==> src/huff_defines.svh <==
`ifndef HUFF_DEFINES_SVH
`define HUFF_DEFINES_SVH

// character and table geometry.
`define HUFF_CHAR_W      8
`define HUFF_TBL_DEPTH   256

// a path word holds the code bits behind one leading sentinel one.
`define HUFF_PATH_W      128
`define HUFF_PATH_IDX_W  7

// the header carries the total character count, msb first.
`define HUFF_COUNT_W     32
`define HUFF_EOF_CHAR    8'h1A

// host register port.
`define HUFF_CFG_ADDR_W  2
`define HUFF_CFG_DATA_W  32
`define HUFF_REG_CTRL    2'd0
`define HUFF_REG_STATUS  2'd1
`define HUFF_REG_TOTAL   2'd2

`endif

==> src/huff_pkg.sv <==
`include "huff_defines.svh"

package huff_pkg;

    // translator states.
    // the final bit of the header or of a code waits in FETCH until the
    // next character shows whether it must carry last.
    typedef enum logic [2:0] {
        IDLE,
        HEADER,
        FETCH,
        LOOKUP,
        SEEK,
        EMIT,
        FINISH
    } trans_state_t;

    // host register map.
    typedef enum logic [`HUFF_CFG_ADDR_W-1:0] {
        REG_CTRL   = `HUFF_REG_CTRL,
        REG_STATUS = `HUFF_REG_STATUS,
        REG_TOTAL  = `HUFF_REG_TOTAL
    } cfg_addr_t;

endpackage

==> src/huff_ctrl_regs.sv <==
`timescale 1ns/1ps
`include "huff_defines.svh"

module huff_ctrl_regs
    import huff_pkg::*;
(
    input  logic                        clk,
    input  logic                        rst,

    input  logic                        cfg_wr,
    input  logic [`HUFF_CFG_ADDR_W-1:0] cfg_addr,
    input  logic [`HUFF_CFG_DATA_W-1:0] cfg_wdata,
    output logic [`HUFF_CFG_DATA_W-1:0] cfg_rdata,

    input  logic                        run_end,
    output logic                        run_start,
    output logic [`HUFF_COUNT_W-1:0]    total_count
);

    logic busy;
    logic done;
    logic start_wr;
    logic total_wr;

    // a start or a count write has no effect while a run is in progress.
    assign start_wr = cfg_wr && (cfg_addr_t'(cfg_addr) == REG_CTRL) && cfg_wdata[0] && !busy;
    assign total_wr = cfg_wr && (cfg_addr_t'(cfg_addr) == REG_TOTAL) && !busy;

    always_ff @(posedge clk or posedge rst) begin
        if (rst) begin
            busy        <= 1'b0;
            done        <= 1'b0;
            run_start   <= 1'b0;
            total_count <= '0;
        end else begin
            run_start <= start_wr;
            if (total_wr) begin
                total_count <= cfg_wdata;
            end
            if (start_wr) begin
                busy <= 1'b1;
                done <= 1'b0;
            end else if (run_end) begin
                busy <= 1'b0;
                done <= 1'b1;
            end
        end
    end

    always_comb begin
        case (cfg_addr_t'(cfg_addr))
            REG_STATUS: cfg_rdata = {{(`HUFF_CFG_DATA_W-2){1'b0}}, done, busy};
            REG_TOTAL:  cfg_rdata = total_count;
            default:    cfg_rdata = '0;
        endcase
    end

endmodule

==> config.mk <==
export PLATFORM = sky130hd
export DESIGN_NAME = huff_ctrl_regs
export DESIGN_NICKNAME = d
export VERILOG_FILES = /design/src/huff_pkg.sv /design/src/huff_ctrl_regs.sv
export VERILOG_INCLUDE_DIRS = /design/src /design/src/src
export SDC_FILE = /design/constraint.sdc
export NUM_CORES = 1
export LEC_CHECK = 0
export BUFFER_PORTS_ARGS = -buffer_cell sky130_fd_sc_hd__buf_4
export CAP_MARGIN = 25
export CORE_MARGIN = 2
export CORE_UTILIZATION = 40
export DETAILED_ROUTE_END_ITERATION = 7
export GPL_ROUTABILITY_DRIVEN = 0
export PLACE_DENSITY = 0.86
export SETUP_SLACK_MARGIN = 0.2
export SYNTH_ARGS = -nofsm -noshare
export SYNTH_HDL_FRONTEND = slang
export SYNTH_SLANG_ARGS = --single-unit
==> constraint.sdc <==
create_clock -name clk -period 2.5 [get_ports clk]
set_input_delay 0.375 -clock clk [delete_from_list [all_inputs] [get_ports clk]]
set_output_delay 0.375 -clock clk [all_outputs]
set_load 0.1 [all_outputs]
==> impl_results.md <==
- Post-layout util: 64.4%
- Data arrival time at the worst-slack endpoint: 1.49 ns
- Total number of vias: 1253
- Total die area: 4810 sq um
- Number of instances in the synthesized netlist: 119
- Run status: completed
- Fin crit share: 74.5%
- Maximum vdd drop: 0.550 mV
- Floorplan die height: 69.3 microns
- Tot GR Track Use: 16.7%
- Leftover overflow at the end of global routing: 0
- Required time at the worst-slack endpoint: 2.12 ns
- Nets: 266
- Yosys top cell area share: 51.3%
- Final cell area excluding filler cells: 2620 sq um
- Pwr per Cell Area: 1110 nW/um^2
- Standby leakage power: 1.45 nW
- Clk pin slew, worst setup/hold paths: 0.07 ns
- Multi-input gate area: 782 sq um
- Fraction of layout instances using a drive strength above 1: 65.3%
- Final worst clock skew: 0.00772 ns
- Post-CTS Resized: 0
- Count of input and output buffers: 102
- Count of state elements after synthesis: 35
- Cell at the root of the clock tree: sky130_fd_sc_hd__clkbuf_8
- Vias in the first global route: 1289
- Synth unique cells: 14
- Hold Violations, Final: 0
- Number of H-tree branching levels: 2
- Residual antenna-violating net count after detailed routing: 0
- Area taken by flip-flops and latches: 876 sq um
- Drt total wl: 3890 microns
- Standard-cell rows: 23
- Area growth from synthesis to layout: 53.2%
- Crit start category: primary input
- Post-detailed-route DRC marker count: 0
- Routed length per placed instance: 14.1 microns
- Placed inst area: 2530 sq um
- Maximum fanout along the worst path: 15
- Synth Area per Inst: 14.3 sq um
- Number of placed instances, taps included: 268
- Number of antenna violations at the first check in global routing: 0
- Clock tree from TritonCTS: done
- Count of maximum capacitance violations: 0
- Cell type with the highest aggregate area in the netlist: sky130_fd_sc_hd__dfrtp_1
- Actual slew at the worst max-slew pin: 0.618 ns
- Maximum frequency from static timing analysis: 0.537 GHz
- Number of non-filler instances in the completed layout: 275
- Antenna cells: 0
- Worst-Skew Late Latency: 0.28 ns
- First drt pass iteration count: 4
- Net count after synthesis: 160
- Synthesized area: 1710 sq um
- Count of boundary I/O pins: 103
- Maximum number of pins on one net before global-route repair: 36
- Crit path kind: primary input to primary output
- Overall power: 2.89 mW
- Total core area: 4060 sq um
- Starting Density: 42.1%
- Wire length of the first global-routing pass: 6330 microns
- DPL Wire Length: 2990 microns
- RSZ-0062 raised after global routing: false
- Hold bufs inserted after CTS: 0
- Clock period minus final worst setup slack: 1.86 ns
- Total of endpoints with negative setup slack in the final report: 0
- Setup bufs post-CTS: 0
- Buffer depth of the longest clock path: 2
- Num CTS Buffers: 5
- Kind of path behind the tightest hold check: primary input to asynchronous set/reset pin
- Setup TNS Final: 0 ns
- Final-report max-slew violation count: 0
- Horizontal extent of the die: 69.3 microns
- Count of clock tree sinks: 35
- Relative slew slack: 58.8%
- Total of warnings raised by yosys: 0
- Synth area leaders: sky130_fd_sc_hd__dfrtp_1 (51%), sky130_fd_sc_hd__mux2_4 (26%), sky130_fd_sc_hd__and2_1 (11%)
- Portion of the post-synthesis area used by sequential elements: 51.3%
- Count of routing violations after the opening detailed-route iteration: 23
- Via count normalized by instance count: 4.56
- Crit end category: primary output
- Number of fill cells: 321
==> path summary, 6_finish.rpt <==
path,from,endpoint,slack (ns),depth (start not counted)
max in group asynchronous,rst,total_count[15]$_DFFE_PP0P_,2.01,3
min in group clk,run_end,busy$_DFFE_PP0P_,0.29,2
worst min register to register,done$_DFFE_PP0P_,done$_DFFE_PP0P_,0.51,1
worst min-delay path,rst,run_start$_DFF_PP0_,0.18,3
worst max-delay path,cfg_addr[0],cfg_rdata[0],0.64,7
worst max register to register,busy$_DFFE_PP0P_,total_count[23]$_DFFE_PP0P_,0.92,2
==> logic make-up (layout without fill, tap and decap cells) <==
logic type / count (synthesis) / count (layout) / share of synthesized area [%]
mux: 32 / 32 / 27.7
simple gates: 34 / 34 / 13.4
buf+inv: 11 / 117 / 3.74
compound gates: 4 / 4 / 1.61
fa+ha+maj: 3 / 3 / 2.20
flops: 35 / 35 / 51.3
==> worst max-delay path: stages <==
cell	delay (ns)
sky130_fd_sc_hd__buf_4	0.09
sky130_fd_sc_hd__inv_1	0.05
sky130_fd_sc_hd__ha_1	0.20
sky130_fd_sc_hd__buf_4	0.18
sky130_fd_sc_hd__a22oi_1	0.30
sky130_fd_sc_hd__nor2b_4	0.06
sky130_fd_sc_hd__buf_4	0.23
==> where the power goes <==
group | total, mW | switching [mW] | leakage (nW) | internal (mW)
logic | 1.71 | 1.30 | 0.987 | 0.410
clock network | 0.398 | 0.182 | 0.0470 | 0.216
registers | 0.779 | 0.0962 | 0.416 | 0.683
total | 2.89 | 1.58 | 1.45 | 1.31
==> cell usage after synthesis <==
cell / count
sky130_fd_sc_hd__mux2_2: 2
sky130_fd_sc_hd__nor2b_1: 2
sky130_fd_sc_hd__ha_1: 3
sky130_fd_sc_hd__o21ai_0: 1
sky130_fd_sc_hd__inv_1: 5
sky130_fd_sc_hd__o21a_1: 1
sky130_fd_sc_hd__and2_1: 30
sky130_fd_sc_hd__nand3b_4: 1
sky130_fd_sc_hd__nand4b_1: 1
sky130_fd_sc_hd__clkbuf_1: 3
sky130_fd_sc_hd__dfrtp_1: 35
sky130_fd_sc_hd__mux2_4: 30
sky130_fd_sc_hd__buf_6: 3
sky130_fd_sc_hd__a22oi_1: 2
==> registers in the layout, summed over array words and instances (netlist names) <==
register and cells:
total_count 32, done 1, run_start 1, busy 1
==> cells in the final DEF (no fill, tap or decap) <==
master,count
sky130_fd_sc_hd__buf_4,105
sky130_fd_sc_hd__dfrtp_1,35
sky130_fd_sc_hd__mux2_4,30
sky130_fd_sc_hd__and2_1,30
sky130_fd_sc_hd__clkbuf_8,6
sky130_fd_sc_hd__inv_1,5
sky130_fd_sc_hd__ha_1,3
sky130_fd_sc_hd__a22oi_1,2
sky130_fd_sc_hd__nor2b_4,2
sky130_fd_sc_hd__mux2_2,2
sky130_fd_sc_hd__nand3b_4,1
sky130_fd_sc_hd__nand4b_1,1
sky130_fd_sc_hd__o21a_1,1
sky130_fd_sc_hd__o21ai_0,1
sky130_fd_sc_hd__clkinv_2,1
==> through the flow <==
stage | hold slack (ns) | setup WS (ns)
after floorplan | 0.465 | 0.344
after global placement | 0.492 | 0.472
after detailed placement | 0.498 | 0.421
after CTS | 0.191 | 0.623
after global routing | 0.239 | 0.571
final | 0.183 | 0.638
==> layout make-up <==
class	count	share of cell area, %
Clock inverter	1	0.191
Inverter	5	0.718
Multi-Input combinational cell	73	29.9
Tap cell	50	2.39
Timing Repair Buffer	105	30.1
Sequential cell	35	33.5
Clock buffer	6	3.16
==> layer usage <==
metal  global-route usage (%)  vias up  part of all wire (%)
li1                         -      604                     -
met2                     27.0       66                    48
met1                     20.9      578                    42
met3                     4.65        5                   8.2
met4                     6.97        0                   1.3
met5                        0        -                     0
No activity file was read; power rests on OpenSTA's default activity.
