`src/huff_defines.svh`:
```
`ifndef HUFF_DEFINES_SVH
`define HUFF_DEFINES_SVH

// character and table geometry.
`define HUFF_CHAR_W      8
`define HUFF_TBL_DEPTH   256

// a path word holds the code bits behind one leading sentinel one.
`define HUFF_PATH_W      128
`define HUFF_PATH_IDX_W  7

// the header carries the total character count, msb first.
`define HUFF_COUNT_W     32
`define HUFF_EOF_CHAR    8'h1A

// host register port.
`define HUFF_CFG_ADDR_W  2
`define HUFF_CFG_DATA_W  32
`define HUFF_REG_CTRL    2'd0
`define HUFF_REG_STATUS  2'd1
`define HUFF_REG_TOTAL   2'd2

`endif

```
`src/huff_pkg.sv`:
```
`include "huff_defines.svh"

package huff_pkg;

    // translator states.
    // the final bit of the header or of a code waits in FETCH until the
    // next character shows whether it must carry last.
    typedef enum logic [2:0] {
        IDLE,
        HEADER,
        FETCH,
        LOOKUP,
        SEEK,
        EMIT,
        FINISH
    } trans_state_t;

    // host register map.
    typedef enum logic [`HUFF_CFG_ADDR_W-1:0] {
        REG_CTRL   = `HUFF_REG_CTRL,
        REG_STATUS = `HUFF_REG_STATUS,
        REG_TOTAL  = `HUFF_REG_TOTAL
    } cfg_addr_t;

endpackage

```
`src/huff_bit_if.sv`:
```
`timescale 1ns/1ps

// serial code-bit stream between the translator and the packer.
// a bit moves on a rising edge where valid and ready are both high.
interface huff_bit_if;

    logic valid;
    logic ready;
    logic code_bit;
    logic last;

    modport source (
        output valid,
        output code_bit,
        output last,
        input  ready
    );

    modport sink (
        input  valid,
        input  code_bit,
        input  last,
        output ready
    );

endinterface

```
`src/huff_translator.sv`:
```
`timescale 1ns/1ps
`include "huff_defines.svh"

module huff_translator
    import huff_pkg::*;
(
    input  logic                     clk,
    input  logic                     rst,
    input  logic                     run_start,
    input  logic [`HUFF_COUNT_W-1:0] total_count,

    input  logic                     char_valid,
    input  logic [`HUFF_CHAR_W-1:0]  char_data,
    output logic                     char_ready,

    output logic                     rd_en,
    output logic [`HUFF_CHAR_W-1:0]  rd_char,
    input  logic [`HUFF_PATH_W-1:0]  rd_path,

    huff_bit_if.source               bits,
    output logic                     run_end
);

    trans_state_t state;

    logic [$clog2(`HUFF_COUNT_W)-1:0] hdr_idx;
    logic [`HUFF_PATH_IDX_W-1:0]      idx;
    logic [`HUFF_PATH_W-1:0]          path_q;
    logic                             pend;
    logic                             pend_bit;
    logic                             char_take;
    logic                             bit_xfer;

    assign char_ready = (state == FETCH);
    assign char_take  = char_valid && char_ready;
    assign rd_en      = char_take && (char_data != `HUFF_EOF_CHAR);
    assign rd_char    = char_data;
    assign bit_xfer   = bits.valid && bits.ready;

    // FINISH always presents the last-marked bit.
    assign run_end = (state == FINISH) && bits.ready;

    // the held final bit goes out first, during the lookup of the next
    // character, and only then the new code bits.
    always_comb begin
        bits.valid    = 1'b0;
        bits.code_bit = pend_bit;
        bits.last     = 1'b0;
        case (state)
            HEADER: begin
                bits.valid    = 1'b1;
                bits.code_bit = total_count[hdr_idx];
            end
            LOOKUP, SEEK: begin
                bits.valid = pend;
            end
            EMIT: begin
                // bit 0 of the path is not sent here but moved into pend.
                bits.valid = pend || (idx != '0);
                if (!pend) begin
                    bits.code_bit = path_q[idx];
                end
            end
            FINISH: begin
                bits.valid = 1'b1;
                bits.last  = 1'b1;
            end
            default: begin
                bits.valid = 1'b0;
            end
        endcase
    end

    always_ff @(posedge clk or posedge rst) begin
        if (rst) begin
            state   <= IDLE;
            hdr_idx <= '0;
            idx     <= '0;
            pend    <= 1'b0;
        end else begin
            if (pend && bit_xfer) begin
                pend <= 1'b0;
            end
            case (state)
                IDLE: begin
                    if (run_start) begin
                        hdr_idx <= '1;
                        state   <= HEADER;
                    end
                end
                HEADER: begin
                    if (bit_xfer) begin
                        hdr_idx <= hdr_idx - 1'b1;
                        if (hdr_idx == 'd1) begin
                            pend  <= 1'b1;
                            state <= FETCH;
                        end
                    end
                end
                FETCH: begin
                    if (char_take) begin
                        state <= rd_en ? LOOKUP : FINISH;
                    end
                end
                LOOKUP: begin
                    // a sentinel in the top bit needs no search.
                    idx   <= {{(`HUFF_PATH_IDX_W-1){1'b1}}, 1'b0};
                    state <= rd_path[`HUFF_PATH_W-1] ? EMIT : SEEK;
                end
                SEEK: begin
                    idx <= idx - 1'b1;
                    if (idx == '0) begin
                        state <= FETCH;
                    end else if (path_q[idx]) begin
                        state <= EMIT;
                    end
                end
                EMIT: begin
                    if (!pend) begin
                        if (idx == '0) begin
                            pend  <= 1'b1;
                            state <= FETCH;
                        end else if (bit_xfer) begin
                            idx <= idx - 1'b1;
                        end
                    end
                end
                FINISH: begin
                    if (bit_xfer) begin
                        state <= IDLE;
                    end
                end
                default: begin
                    state <= IDLE;
                end
            endcase
        end
    end

    always_ff @(posedge clk) begin
        if (state == LOOKUP) begin
            path_q <= rd_path;
        end
        if ((state == HEADER) && bit_xfer && (hdr_idx == 'd1)) begin
            pend_bit <= total_count[0];
        end else if ((state == EMIT) && !pend && (idx == '0)) begin
            pend_bit <= path_q[0];
        end
    end

endmodule

```
`src/flat_wrapper.sv`:
```
// flat-port wrapper written by rule: the top's interface ports become plain ports
module huff_translator_flat import huff_pkg::*;
  (clk, rst, run_start, total_count, char_valid, char_data, char_ready, rd_en, rd_char, rd_path, run_end, bits_valid, bits_code_bit, bits_last, bits_ready);
  huff_bit_if bits_i ();
  input  logic clk;
  input  logic rst;
  input  logic run_start;
  input  logic [`HUFF_COUNT_W-1:0] total_count;
  input  logic char_valid;
  input  logic [`HUFF_CHAR_W-1:0] char_data;
  output logic char_ready;
  output logic rd_en;
  output logic [`HUFF_CHAR_W-1:0] rd_char;
  input  logic [`HUFF_PATH_W-1:0] rd_path;
  output logic run_end;
  output wire logic [$bits(bits_i.valid)-1:0] bits_valid;
  output wire logic [$bits(bits_i.code_bit)-1:0] bits_code_bit;
  output wire logic [$bits(bits_i.last)-1:0] bits_last;
  input wire logic [$bits(bits_i.ready)-1:0] bits_ready;
  assign bits_valid = bits_i.valid;
  assign bits_code_bit = bits_i.code_bit;
  assign bits_last = bits_i.last;
  assign bits_i.ready = bits_ready;
  huff_translator u_core (.clk(clk), .rst(rst), .run_start(run_start), .total_count(total_count), .char_valid(char_valid), .char_data(char_data), .char_ready(char_ready), .rd_en(rd_en), .rd_char(rd_char), .rd_path(rd_path), .bits(bits_i), .run_end(run_end));
endmodule
```
`config.mk`:
```
export PLATFORM = sky130hd
export DESIGN_NAME = huff_translator_flat
export DESIGN_NICKNAME = d
export VERILOG_FILES = /design/src/huff_pkg.sv /design/src/huff_bit_if.sv /design/src/huff_translator.sv /design/src/flat_wrapper.sv
export VERILOG_INCLUDE_DIRS = /design/src /design/src/src
export SDC_FILE = /design/constraint.sdc
export NUM_CORES = 1
export LEC_CHECK = 0
export BUFFER_PORTS_ARGS = -buffer_cell sky130_fd_sc_hd__buf_4
export CAP_MARGIN = 0
export CORE_UTILIZATION = 30
export CTS_CLUSTER_DIAMETER = 50
export CTS_CLUSTER_SIZE = 16
export DETAILED_ROUTE_END_ITERATION = 6
export GPL_ROUTABILITY_DRIVEN = 0
export HOLD_SLACK_MARGIN = 0.1
export MAX_ROUTING_LAYER = met4
export SETUP_SLACK_MARGIN = 0.2
export SLEW_MARGIN = 30
export SYNTH_ARGS = -nofsm -noshare
export SYNTH_HDL_FRONTEND = slang
export SYNTH_SLANG_ARGS = --single-unit
```
`constraint.sdc`:
```
create_clock -name clk -period 5.63 [get_ports clk]
set_input_delay 1.126 -clock clk [delete_from_list [all_inputs] [get_ports clk]]
set_output_delay 1.126 -clock clk [all_outputs]
set_load 0.02 [all_outputs]
```
==> results.cfg <==
[pwr]
p_int_uw = 2592
peakVddDrop_uv = 225.1
p_switching_uw = 1161
p_leak_uw = 0.003273
p_clk_share_pct = 28.4
power_switching_share_pct = 30.93
seqPwrFrac_pct = 42.8
power_density_nw_per_um2 = 435.6
p_comb_share_pct = 28.8

[route]
drc = 0
drtAntennaViolNets = 0
vias_per_cell = 4.804
dr.pass1.iters = 4
wl_per_cell_um = 17.73
routed_wl_mm = 15.32
vias = 4151
first_iter_violations = 194

[yosys]
synth_commonest_cells = 129 x edfxtp_1, 34 x mux4_2, 28 x nand2_1
synth-edff-count = 129
syn_area_um2 = 6466
seq_area_frac_synth_pct = 66.10
yosysMostFrequentCell = edfxtp_1
yosys_most_used_dff = edfxtp_1
synth.area.top_cells = edfxtp_1 60%, mux4_2 12%, dfrtp_1 6.2%
async_reset_ff_share_pct = 11.03
yosysTopAreaCell = edfxtp_1
synth_fp_nets = 576
synth_top_area_share_pct = 59.91
syn_area_per_cell_um2 = 16.21
ys_seq_elements = 145
ys.warnings.count = 0
netlist_instances = 399
synthDistinctLibCells = 50

[clocking]
h-tree-depth = 4
cts.sinks = 145
root_buffer = clkbuf_16
clock_latency_ns = 0.42
cts_resized = 0
cts_max_path_buffers = 2
hold_buffers = 0
path_clk_slew_ns = 0.06
cts_tree = done
numCtsBuffers = 17
post_cts_buffers = 0

[global_routing]
grt_max_degree = 93
grt_overflow = 0
grt_first_pass_wirelength_mm = 22.97
grt_pass1_vias = 4394
antenna_found_initial = 0
grt_util_all_layers_pct = 14.51

[place]
dp_hpwl_mm = 11.20
io_buffers = 186
dpl_cell_area_um2 = 8061
dpl_worst_slack_ns = 1.422

[timing]
hold_viol_final = 0
max_freq_mhz = 217.1
maxSlewViolCount = 0
setup_viol = 0
fin_crit_sh_pct = 81.81
rsz0062_at_grt = false
fin_skew_ns = 0.01297
final.setup.tns_ns = 0
min_period_ns = 4.606
finalWorstSetupSlack_ns = 1.024
relSlewSlack_pct = 41.75
worst_pin_slew_ns = 0.8517

[die]
rows = 53
die_w_um = 148.8
core_area_um2 = 21090
num_io_pins = 187
dieHeight_um = 148.8
die_area_um2 = 22140
initial_core_util_pct = 30.66

[finish]
antenna_cells = 0
syn_to_final_growth_pct = 33.22
drive_gt1_share_pct = 45.16
fin_nets = 755
stdcell_area_um2 = 8615

[job]
drv_cap = 0

[setup_path]
worstSetupPathType = flop to output pin
endpoint_kind = output pin
cp.required_ns = 4.50
crit_path_start_kind = flop
path_max_fanout = 18
crit_arrival_ns = 3.48

[hold_path]
hp-class = flop to flop

[status]
status = completed
-- layout by cell type, fill, tap and decap left out, drive strengths merged, types with 11 or more instances in the layout --
cell type    n
mux4        34
a21oi       16
clkbuf      19
nor2        16
dfrtp       16
edfxtp     129
nand2       28
buf        190
inv         11
mux2i       18
-- area by class of cell --
type	instances	area, um2
Clock buffer	19	432.9
Clock inverter	11	117.6
Fill cell	1962	12470
Inverter	11	46.29
Multi-Input combinational cell	213	1971
Sequential cell	145	4277
Tap cell	275	344.1
Timing Repair Buffer	190	1426
-- worst paths after layout --
kind / from / end / slack, ns / depth (start not counted)
setup / recovery: u_core.idx[2] / bits_code_bit / 1.02 / 8
hold / removal: u_core.hdr_idx[4] / u_core.hdr_idx[4] / 0.54 / 1
setup reg to reg: u_core.idx[2] / u_core.state[0] / 2.67 / 7
hold reg to reg: u_core.hdr_idx[4] / u_core.hdr_idx[4] / 0.54 / 1
max in group asynchronous: rst / u_core.idx[1] / 4.31 / 2
min in group asynchronous: rst / u_core.hdr_idx[0] / 0.82 / 2
-- cell families (layout without fill, tap and decap cells) --
logic type / Yosys count / in the layout / synth area share, %
AOI/OAI and AO/OA: 54 / 54 / 5.883
xor gates and xnor gates: 5 / 5 / 0.6774
adders and majority gates: 4 / 4 / 0.7740
buffers and inverters: 41 / 231 / 3.425
DFF: 145 / 145 / 66.10
muxes: 62 / 62 / 16.37
and+or+nand+nor: 88 / 88 / 6.772
-- power by group through the flow --
| stage | sequential [uW] | clock (uW) | combinational [uW] |
|---|---|---|---|
| 5_1_grt | 1650 | 1130 | 1180 |
| 3_5_place_dp | 1640 | 0 | 1100 |
| 4_1_cts | 1620 | 1090 | 1100 |
| 2_1_floorplan | 1450 | 0 | 948 |
| 6_report | 1610 | 1070 | 1080 |
| 3_3_place_gp | 1630 | 0 | 1080 |
-- through the flow --
stage	utilization [%]	std cells	hold slack, ns	total power (uW)
after floorplan	-	399	0.4812	2395
after global placement	38.23	834	0.5150	2712
after detailed placement	38.23	834	0.5314	2736
after CTS	40.84	864	0.5386	3811
after global routing	40.85	864	0.5847	3962
final	40.85	864	0.5446	3753
-- registers in the layout, summed over array words and instances (netlist names) --
register / flops
u_core.hdr_idx: 5
u_core.path_q: 128
u_core.state: 3
u_core.pend_bit: 1
u_core.idx: 7
u_core.pend: 1
-- critical path: stages (launching register included) --
cell and delay, ns:
dfrtp_1 0.82, buf_4 0.33, mux4_2 0.20, mux2i_1 0.08
a2111oi_0 0.80, a311o_1 0.22, o32ai_2 0.12, o41ai_1 0.28
buf_4 0.21
-- metal layers --
layer | up-vias | global-route usage, % | routed length, um
met3 | 16 | 3.884 | 1096
met2 | 175 | 23.88 | 7511
li1 | 1931 | - | -
met4 | 0 | 4.235 | 174
met1 | 2029 | 17.48 | 6536
met5 | - | - | 0
Note: power is estimated with default switching activity, not from simulation.
