[src/huff_defines.svh]
`ifndef HUFF_DEFINES_SVH
`define HUFF_DEFINES_SVH

// character and table geometry.
`define HUFF_CHAR_W      8
`define HUFF_TBL_DEPTH   256

// a path word holds the code bits behind one leading sentinel one.
`define HUFF_PATH_W      128
`define HUFF_PATH_IDX_W  7

// the header carries the total character count, msb first.
`define HUFF_COUNT_W     32
`define HUFF_EOF_CHAR    8'h1A

// host register port.
`define HUFF_CFG_ADDR_W  2
`define HUFF_CFG_DATA_W  32
`define HUFF_REG_CTRL    2'd0
`define HUFF_REG_STATUS  2'd1
`define HUFF_REG_TOTAL   2'd2

`endif

[src/huff_bit_if.sv]
`timescale 1ns/1ps

// serial code-bit stream between the translator and the packer.
// a bit moves on a rising edge where valid and ready are both high.
interface huff_bit_if;

    logic valid;
    logic ready;
    logic code_bit;
    logic last;

    modport source (
        output valid,
        output code_bit,
        output last,
        input  ready
    );

    modport sink (
        input  valid,
        input  code_bit,
        input  last,
        output ready
    );

endinterface

[src/huff_bit_packer.sv]
`timescale 1ns/1ps
`include "huff_defines.svh"

module huff_bit_packer (
    input  logic                    clk,
    input  logic                    rst,
    huff_bit_if.sink                bits,
    output logic                    out_valid,
    output logic [`HUFF_CHAR_W-1:0] out_data,
    output logic                    out_last,
    input  logic                    out_ready
);

    logic [`HUFF_CHAR_W-1:0]         acc_q;
    logic [`HUFF_CHAR_W-1:0]         acc_next;
    logic [$clog2(`HUFF_CHAR_W)-1:0] fill_q;
    logic                            bit_xfer;
    logic                            flush;

    // the output byte register drains in the same cycle it is refilled.
    assign bits.ready = !out_valid || out_ready;
    assign bit_xfer   = bits.valid && bits.ready;
    assign flush      = bit_xfer && (bits.last || (fill_q == '1));

    // bits land msb first, so the inverted fill count is the bit position.
    // positions not yet written stay zero and pad a short final byte.
    always_comb begin
        acc_next = acc_q;
        acc_next[~fill_q] = bits.code_bit;
    end

    always_ff @(posedge clk or posedge rst) begin
        if (rst) begin
            acc_q     <= '0;
            fill_q    <= '0;
            out_valid <= 1'b0;
            out_last  <= 1'b0;
        end else begin
            if (out_valid && out_ready) begin
                out_valid <= 1'b0;
                out_last  <= 1'b0;
            end
            if (flush) begin
                acc_q     <= '0;
                fill_q    <= '0;
                out_valid <= 1'b1;
                out_last  <= bits.last;
            end else if (bit_xfer) begin
                acc_q  <= acc_next;
                fill_q <= fill_q + 1'b1;
            end
        end
    end

    always_ff @(posedge clk) begin
        if (flush) begin
            out_data <= acc_next;
        end
    end

endmodule

[src/flat_wrapper.sv]
// flat-port wrapper written by rule: the top's interface ports become plain ports
module huff_bit_packer_flat 
  (clk, rst, out_valid, out_data, out_last, out_ready, bits_valid, bits_code_bit, bits_last, bits_ready);
  huff_bit_if bits_i ();
  input  logic clk;
  input  logic rst;
  output logic out_valid;
  output logic [`HUFF_CHAR_W-1:0] out_data;
  output logic out_last;
  input  logic out_ready;
  input wire logic [$bits(bits_i.valid)-1:0] bits_valid;
  input wire logic [$bits(bits_i.code_bit)-1:0] bits_code_bit;
  input wire logic [$bits(bits_i.last)-1:0] bits_last;
  output wire logic [$bits(bits_i.ready)-1:0] bits_ready;
  assign bits_i.valid = bits_valid;
  assign bits_i.code_bit = bits_code_bit;
  assign bits_i.last = bits_last;
  assign bits_ready = bits_i.ready;
  huff_bit_packer u_core (.clk(clk), .rst(rst), .bits(bits_i), .out_valid(out_valid), .out_data(out_data), .out_last(out_last), .out_ready(out_ready));
endmodule
[config.mk]
export PLATFORM = sky130hd
export DESIGN_NAME = huff_bit_packer_flat
export DESIGN_NICKNAME = d
export VERILOG_FILES = /design/src/huff_bit_if.sv /design/src/huff_bit_packer.sv /design/src/flat_wrapper.sv
export VERILOG_INCLUDE_DIRS = /design/src /design/src/src
export SDC_FILE = /design/constraint.sdc
export NUM_CORES = 1
export LEC_CHECK = 0
export ABC_AREA = 1
export BUFFER_PORTS_ARGS = -buffer_cell sky130_fd_sc_hd__buf_2
export CORE_ASPECT_RATIO = 1.5
export CORE_MARGIN = 2
export CORE_UTILIZATION = 47
export CTS_CLUSTER_SIZE = 8
export DETAILED_ROUTE_END_ITERATION = 8
export PLACE_DENSITY_LB_ADDON = 0.15
export SLEW_MARGIN = 10
export SYNTH_ARGS = -nofsm -noshare
export SYNTH_HDL_FRONTEND = slang
export SYNTH_SLANG_ARGS = --single-unit
[constraint.sdc]
create_clock -name clk -period 3.4 [get_ports clk]
set_input_delay 0.17 -clock clk [delete_from_list [all_inputs] [get_ports clk]]
set_output_delay 0.17 -clock clk [all_outputs]
set_load 0.05 [all_outputs]
==> impl_results.md, run 1 <==
- Remaining Overflow, GRT: 0
- Total via count in the routed design: between 700 and 800
- Overall routing resource usage: 15.2%
- Worst setup slack before clock tree synthesis: between 1.5 and 2 ns
- Filler-free cell count of the finished design: 153
- H-Tree Level Count: 1
- Synthesized instance count: about 110
- Gpl congestion: 0.833
- EDFF count, synth: 8
- Global-route layer with the greatest usage: met2
- Synth cell count leaders: sky130_fd_sc_hd__nand2_1 (47), sky130_fd_sc_hd__dfrtp_1 (13), sky130_fd_sc_hd__nand3_1 (12)
- Startpoint types: register
- Via-per-instance ratio: 5.11
- Req. time, crit path: 3.38 ns
- FP Rows: 20
- Power density cells: around 520 nW/um2
- PortBufs: 16
- Sequential-to-total area share from yosys stat: between 50% and 60%
- Share of post-route cells with drive strength above 1: 19.8%
- Io pins: 17
- Finished Core Util: 55.7%
- Minimum clock period: roughly 1.7 ns
- Delay of the slowest cell on the worst path: approximately 0.58 ns
- Clock Root Buffer: sky130_fd_sc_hd__clkbuf_4
- Clock Tree Buf Depth: 2
- Transition time at the pin with the least slew margin: 0.492 ns
- Number of buffers created by CTS: 3
- Share of the synthesized area in the top cell type: between 30% and 40%
- Total of warnings raised by yosys: 0
- Highest-delay cell along the critical path: sky130_fd_sc_hd__dfrtp_1
- Count of TritonRoute iterations in the first routing pass: 5
- Area of the multi-input gates: 374 um2
- Net total in the final layout: 140
- Via count of the first global-routing pass: 730
- Leading cell types by total area after synthesis: sky130_fd_sc_hd__dfrtp_1 (32%), sky130_fd_sc_hd__edfxtp_1 (24%), sky130_fd_sc_hd__nand2_1 (17%), sky130_fd_sc_hd__nand3_1 (5.9%), sky130_fd_sc_hd__inv_1 (3.3%)
- Leading cell type by number of instances after synthesis: sky130_fd_sc_hd__nand2_1
- Result of the run: completed
- Worst-path maximum fanout: 11
- Die Span X: ~42 um
- Post-DR wirelength/cell: about 11 um
- Cell area after layout: roughly 1100 um2
- Global Route met3 Usage: 2.05%
- Clock latency on the worst-skew pair: 0.29 ns
- Initial antenna violation count: 0
- Number of max-slew violations in the final report: 0
- Worst clock skew: about 0.0028 ns
- Final hold vios: 0
- Unrepaired setup endpoints after global routing: no
- Max_cap viols: 0
- Global-route wire length before repair: roughly 3 mm
- Met1 demand-to-capacity share in global routing: between 10% and 20%
- Starting Density: 50.2%
- Count of distinct cell types in the synthesized netlist: 17
- Routed wire length: roughly 1.7 mm
- Post-Synthesis Cell Area: around 1000 um2
- Synthesized netlist net count: around 120
- Capturing element type of the critical path: register
- Reg area: between 500 and 600 um2
- Number of inserted filler cells in the final layout: 200
- Clock edge transition at the registers on the reported setup and hold paths: approximately 0.11 ns
- Count of cell instances traversed by the critical path: 6
- Post-Syn Area per Cell: about 8.9 um2
- Die Outline Area: around 2600 um2
- Violation count after the first detailed-route iteration: 9
- Setup violations, final: 0
- Clock tree from TritonCTS: built
- Data arrival time of the worst path: ~1.7 ns
- Std-Cell Core Area: 2030 um2
- Worst r2r path cells: 6
- Maximum vdd ir drop: 239 uV
- Number of sinks handled by clock tree synthesis: 21
- Die Span Y: just over 60 um
- Slew HR: around 67%
- Worst-case setup margin in the final layout: roughly 1.7 ns
- Total power of the final layout: 0.582 mW
- Category of the critical setup timing path: register to register
- Post-detail-place hpwl: roughly 1.4 mm
- Placement Cell Area: between 1000 and 1500 um2
- Placed instance count: between 100 and 150
- Largest area contributor in the synthesized netlist: sky130_fd_sc_hd__dfrtp_1
- Dominant synthesized flop cell: sky130_fd_sc_hd__dfrtp_1
- Number of remaining DRC errors: 0
- Final TNS setup: 0 ns
- Post-synthesis sequential element count: 21
- Met2 usage in global routing: about 29%
- Buffer count from post-CTS setup fixing: 0
- Achievable clock frequency: 572 MHz
- Antenna cell count: 0
- Static leakage: about 0.60 nW
- Number of cells on the worst hold path: 3
- CTS resizes: 0
- Final period util: between 50% and 60%
- Synth async-reset ratio: around three fifths
- Area growth from synthesis to layout: 10.8%
- Number of buffers and inverters on the critical path: 2
- Maximum number of pins on one net before global-route repair: 14
- Worst hold path type: input port to register
- Worst hold slack: between 0.08 and 0.09 ns
- Largest delay share family, worst path: flip-flops
- Antenna-violating nets left: 0
- Cell-by-cell trace of the critical path: ha_1 > ha_1 > inv_1 > nand2_1 > nand2_1 > inv_1
-- worst register-to-register path: cells and delay by family (launching register included) --
| family | cells | cell delay [ns] |
|---|---|---|
| flip-flops | 1 | 0.58 |
| AND/OR/NAND/NOR | 2 | 0.21 |
| adder cells (fa/ha/maj) | 2 | 0.36 |
| buffers and inverters | 2 | 0.28 |
-- layout by cell type (no fill, tap or decap), drive strengths merged --
cell / synthesis / layout
nand4: 4 / 4
ha: 2 / 2
nand2: 49 / 49
edfxtp: 8 / 8
a21boi: 1 / 1
inv: 12 / 12
nand3: 12 / 12
o21ai: 3 / 3
dfrtp: 13 / 13
dlygate4sd3: 0 / 1
buf: 4 / 16
clkbuf: 0 / 4
and2: 2 / 2
nor2: 4 / 4
-- power by group --
group / switching [mW] / leakage (nW) / total, mW / internal (mW)
registers: 0.0295 / 0.251 / 0.322 / 0.293
logic: 0.103 / 0.332 / 0.146 / 0.0430
clock network: 0.0685 / 0.0150 / 0.114 / 0.0456
total: 0.201 / 0.598 / 0.582 / 0.381
-- registers in the layout, indices dropped and copies added, names as in the netlist --
signal,cells
u_core.acc_q,8
u_core.out_data,8
u_core.fill_q,3
u_core.out_last,1
u_core.out_valid,1
-- routing by layer --
layer | share of wire [%] | routed length (um)
met1 | 41 | 719
met2 | 51 | 880
met3 | 5.5 | 96
met4 | 2.3 | 40
met5 | 0 | 0
-- final timing paths --
| check | from | endpoint | slack, ns |
|---|---|---|---|
| max reg2reg | u_core.fill_q[1] | u_core.out_data[7] | 1.65 |
| min in group asynchronous | rst | u_core.fill_q[0] | 0.43 |
| min reg2reg | u_core.acc_q[5] | u_core.acc_q[5] | 0.49 |
| max | u_core.fill_q[1] | u_core.out_data[7] | 1.65 |
| max in group asynchronous | rst | u_core.acc_q[7] | 2.64 |
| min | bits_last | u_core.out_last | 0.09 |
-- cell families (layout without fill, tap and decap cells) --
group / after synthesis / in the layout / synth area share, %
compound gates: 4 / 4 / 2.21
flops: 21 / 21 / 55.5
fa+ha+maj: 2 / 2 / 2.46
buf+inv: 16 / 33 / 7.74
simple gates: 71 / 71 / 32.1
-- area by class of cell --
cell class                      instances  share of cell area [%]
Multi-Input combinational cell         77                    33.1
Sequential cell                        21                    50.1
Inverter                               12                    3.99
Tap cell                               22                    2.44
Timing Repair Buffer                   17                    7.98
Clock buffer                            4                    2.33
-- repair_timing --
| item | 4_1_cts | 5_1_grt |
|---|---|---|
| hold endpoints to repair | 13 | 0 |
| setup endpoints to repair | 0 | 0 |
| hold buffers | 1 | 0 |
Power figures use the tool's default switching activity.
==> run 2, diff against run 1 <==
- clock period: 3.4 -> 1.8 ns (I/O delays scaled with it)
==> run 2 against run 1 <==
Net effect: combinational power up 130%; first-iteration DRC count rose to 3.3 times the previous value; utilization up 1.7 points; routed wire length up 5.3%; critical path depth unchanged; maximum frequency up 20%; register-to-register slack worse by 1.3 ns; sequential cell count unchanged; critical path type unchanged; largest cell class unchanged.
==> impl_results.md, run 2 (synthesis results as in run 1) <==
- Result of the run: completed (unchanged)
- Die Outline Area: 2560 um2 (unchanged)
- Cell area after layout: 1160 um2 (was 1130 um2)
- Number of cells on the worst hold path: 4 (was 3)
- Count of cell instances traversed by the critical path: 6 (unchanged)
- Capturing element type of the critical path: register (unchanged)
- Number of inserted filler cells in the final layout: 184 (was 200)
- Delay of the slowest cell on the worst path: 0.37 ns (was 0.58 ns)
- Buffer count from post-CTS setup fixing: 0 (unchanged)
- Minimum clock period: 1.46 ns (was 1.75 ns)
- Via-per-instance ratio: 5.18 (was 5.11)
- Maximum number of pins on one net before global-route repair: 14 (unchanged)
- Transition time at the pin with the least slew margin: 0.491 ns (was 0.492 ns)
- Std-Cell Core Area: 2030 um2 (unchanged)
- Worst r2r path cells: 6 (unchanged)
- Placement Cell Area: 1110 um2 (was 1090 um2)
- Top flop regs: u_core.acc_q x8, u_core.out_data x8, u_core.fill_q x3 (unchanged)
- Number of buffers and inverters on the critical path: 2 (unchanged)
- Post-DR wirelength/cell: 11.6 um (was 11.3 um)
- Starting Density: 50.2% (unchanged)
- Finished Core Util: 57.3% (was 55.7%)
- Unrepaired setup endpoints after global routing: no (unchanged)
- Max_cap viols: 0 (unchanged)
- Reg2Reg Launch Point: u_core.fill_q[0] (was u_core.fill_q[1])
- Gpl congestion: 0.869 (was 0.833)
- Static leakage: 0.621 nW (was 0.598 nW)
- Routed wire length: 1.83 mm (was 1.74 mm)
- Startpoint types: register (unchanged)
- Clock Root Buffer: sky130_fd_sc_hd__clkbuf_4 (unchanged)
- Critical Path End: u_core.out_data[0] (was u_core.out_data[7])
- Final period util: 81.2% (was 51.4%)
- Most common cell after layout, fill and taps aside: sky130_fd_sc_hd__nand2_1 (unchanged)
- Power density cells: 974 nW/um2 (was 516 nW/um2)
- Data arrival time of the worst path: 1.45 ns (was 1.73 ns)
- Highest-delay cell along the critical path: sky130_fd_sc_hd__dfrtp_1 (unchanged)
- Die Span X: 42.0 um (unchanged)
- Share of post-route cells with drive strength above 1: 22.2% (was 19.8%)
- Setup violations, final: 0 (unchanged)
- Number of max-slew violations in the final report: 0 (unchanged)
- Die Span Y: 61.0 um (unchanged)
- Worst-path maximum fanout: 8 (was 11)
- Req. time, crit path: 1.79 ns (was 3.38 ns)
- Number of buffers created by CTS: 3 (unchanged)
- Global-route wire length before repair: 3.17 mm (was 3.01 mm)
- Category of the critical setup timing path: register to register (unchanged)
- Antenna-violating nets left: 0 (unchanged)
- Overall routing resource usage: 16.3% (was 15.2%)
- Slew HR: 67.2% (was 67.1%)
- Critical path startpoint: u_core.fill_q[0] (was u_core.fill_q[1])
- Total via count in the routed design: 814 (was 782)
- Clock tree from TritonCTS: built (unchanged)
- Commonest cells after routing, fill and taps aside: sky130_fd_sc_hd__nand2_1 (47), sky130_fd_sc_hd__buf_2 (16), sky130_fd_sc_hd__dfrtp_1 (13) (unchanged)
- FP Rows: 20 (unchanged)
- Worst R2R End: u_core.out_data[0] (was u_core.out_data[7])
- Io pins: 17 (unchanged)
- Maximum vdd ir drop: 471 uV (was 239 uV)
- Violation count after the first detailed-route iteration: 30 (was 9)
- Clock latency on the worst-skew pair: 0.29 ns (about the same)
- H-Tree Level Count: 1 (unchanged)
- Cell-by-cell trace of the critical path: ha_1 > ha_1 > inv_1 > nand2_1 > nand2_1 > inv_1 (unchanged)
- Remaining Overflow, GRT: 0 (unchanged)
- Net total in the final layout: 144 (was 140)
- Largest delay share family, worst path: flip-flops (unchanged)
- Final TNS setup: 0 ns (unchanged)
- Achievable clock frequency: 684 MHz (was 572 MHz)
- Count of TritonRoute iterations in the first routing pass: 4 (was 5)
- Number of sinks handled by clock tree synthesis: 21 (unchanged)
- Area growth from synthesis to layout: 14.1% (was 10.8%)
- Antenna cell count: 0 (unchanged)
- Slack of the worst reg-to-reg path: 0.34 ns (was 1.65 ns)
- Clock Tree Buf Depth: 2 (unchanged)
- Worst hold path type: input port to register (unchanged)
- Number of remaining DRC errors: 0 (unchanged)
- Via count of the first global-routing pass: 738 (was 730)
- PortBufs: 16 (unchanged)
- Final hold vios: 0 (unchanged)
- Post-detail-place hpwl: 1.38 mm (was 1.37 mm)
- Worst clock skew: 0.00199 ns (was 0.00281 ns)
- Initial antenna violation count: 0 (unchanged)
- Clock edge transition at the registers on the reported setup and hold paths: 0.11 ns (about the same)
## run 2: cell types whose count changed in the layout (fill, tap and decap cells not counted), sizes merged
| cell | previous run | this run |
|---|---|---|
| buf | 16 | 19 |
| clkbuf | 4 | 3 |
| clkinv | 0 | 1 |
| dlygate4sd3 | 1 | 2 |
## run 2: repair_timing
item	4_1_cts	5_1_grt
hold buffers	2	0
resized for setup	0	0
hold endpoints to repair	14	0
## run 2: area by class of cell
class / count / area (um2) / share of cell area (%)
Inverter: 12 / 45.0 / 3.88
Multi-Input combinational cell: 77 / 374 / 32.2
Sequential cell: 21 / 566 / 48.7
Timing Repair Buffer: 21 / 123 / 10.5
Tap cell: 22 / 27.5 / 2.37
Clock inverter: 1 / 5.00 / 0.431
Clock buffer: 3 / 22.5 / 1.94
## run 2: worst register-to-register path, cell delays in order, from the launching register on
cell and delay (ns):
sky130_fd_sc_hd__dfrtp_1 0.37, sky130_fd_sc_hd__ha_1 0.15, sky130_fd_sc_hd__ha_1 0.14, sky130_fd_sc_hd__inv_1 0.04, sky130_fd_sc_hd__nand2_1 0.11, sky130_fd_sc_hd__nand2_1 0.10, sky130_fd_sc_hd__inv_1 0.25
## run 2: per-layer routing
layer	GRT usage (%)	up-vias	wire [um]
li1	-	409	-
met2	30.4	29	936
met1	18.5	374	775
met5	0	-	0
met3	2.35	2	98
met4	7.59	0	18
## run 2: power breakdown
| group | internal [mW] | switching, mW |
|---|---|---|
| Clock | 0.0826 | 0.138 |
| Combinational | 0.0983 | 0.235 |
| Sequential | 0.554 | 0.0235 |
| Total | 0.735 | 0.397 |
## run 2: how the worst min path moves through the flow
stage	startpoint	endpoint	slack (ns)
2_1_floorplan	rst	u_core.acc_q[0]	-0.03
3_3_place_gp	rst	u_core.fill_q[1]	0.14
3_5_place_dp	rst	u_core.fill_q[0]	0.14
4_1_cts	out_ready	u_core.out_valid	0.08
5_1_grt	out_ready	u_core.out_valid	0.08
6_report	out_ready	u_core.out_valid	0.08
## run 2: metrics by stage
step | total power, mW | hold WS (ns) | setup WS [ns] | cells
5_1_grt | 1.20 | 0.0776 | 0.215 | 157
2_1_floorplan | 0.847 | -0.0330 | 0.116 | 114
4_1_cts | 1.14 | 0.0759 | 0.321 | 157
3_3_place_gp | 0.912 | 0.140 | 0.406 | 151
6_report | 1.13 | 0.0755 | 0.338 | 157
3_5_place_dp | 0.918 | 0.144 | 0.336 | 151
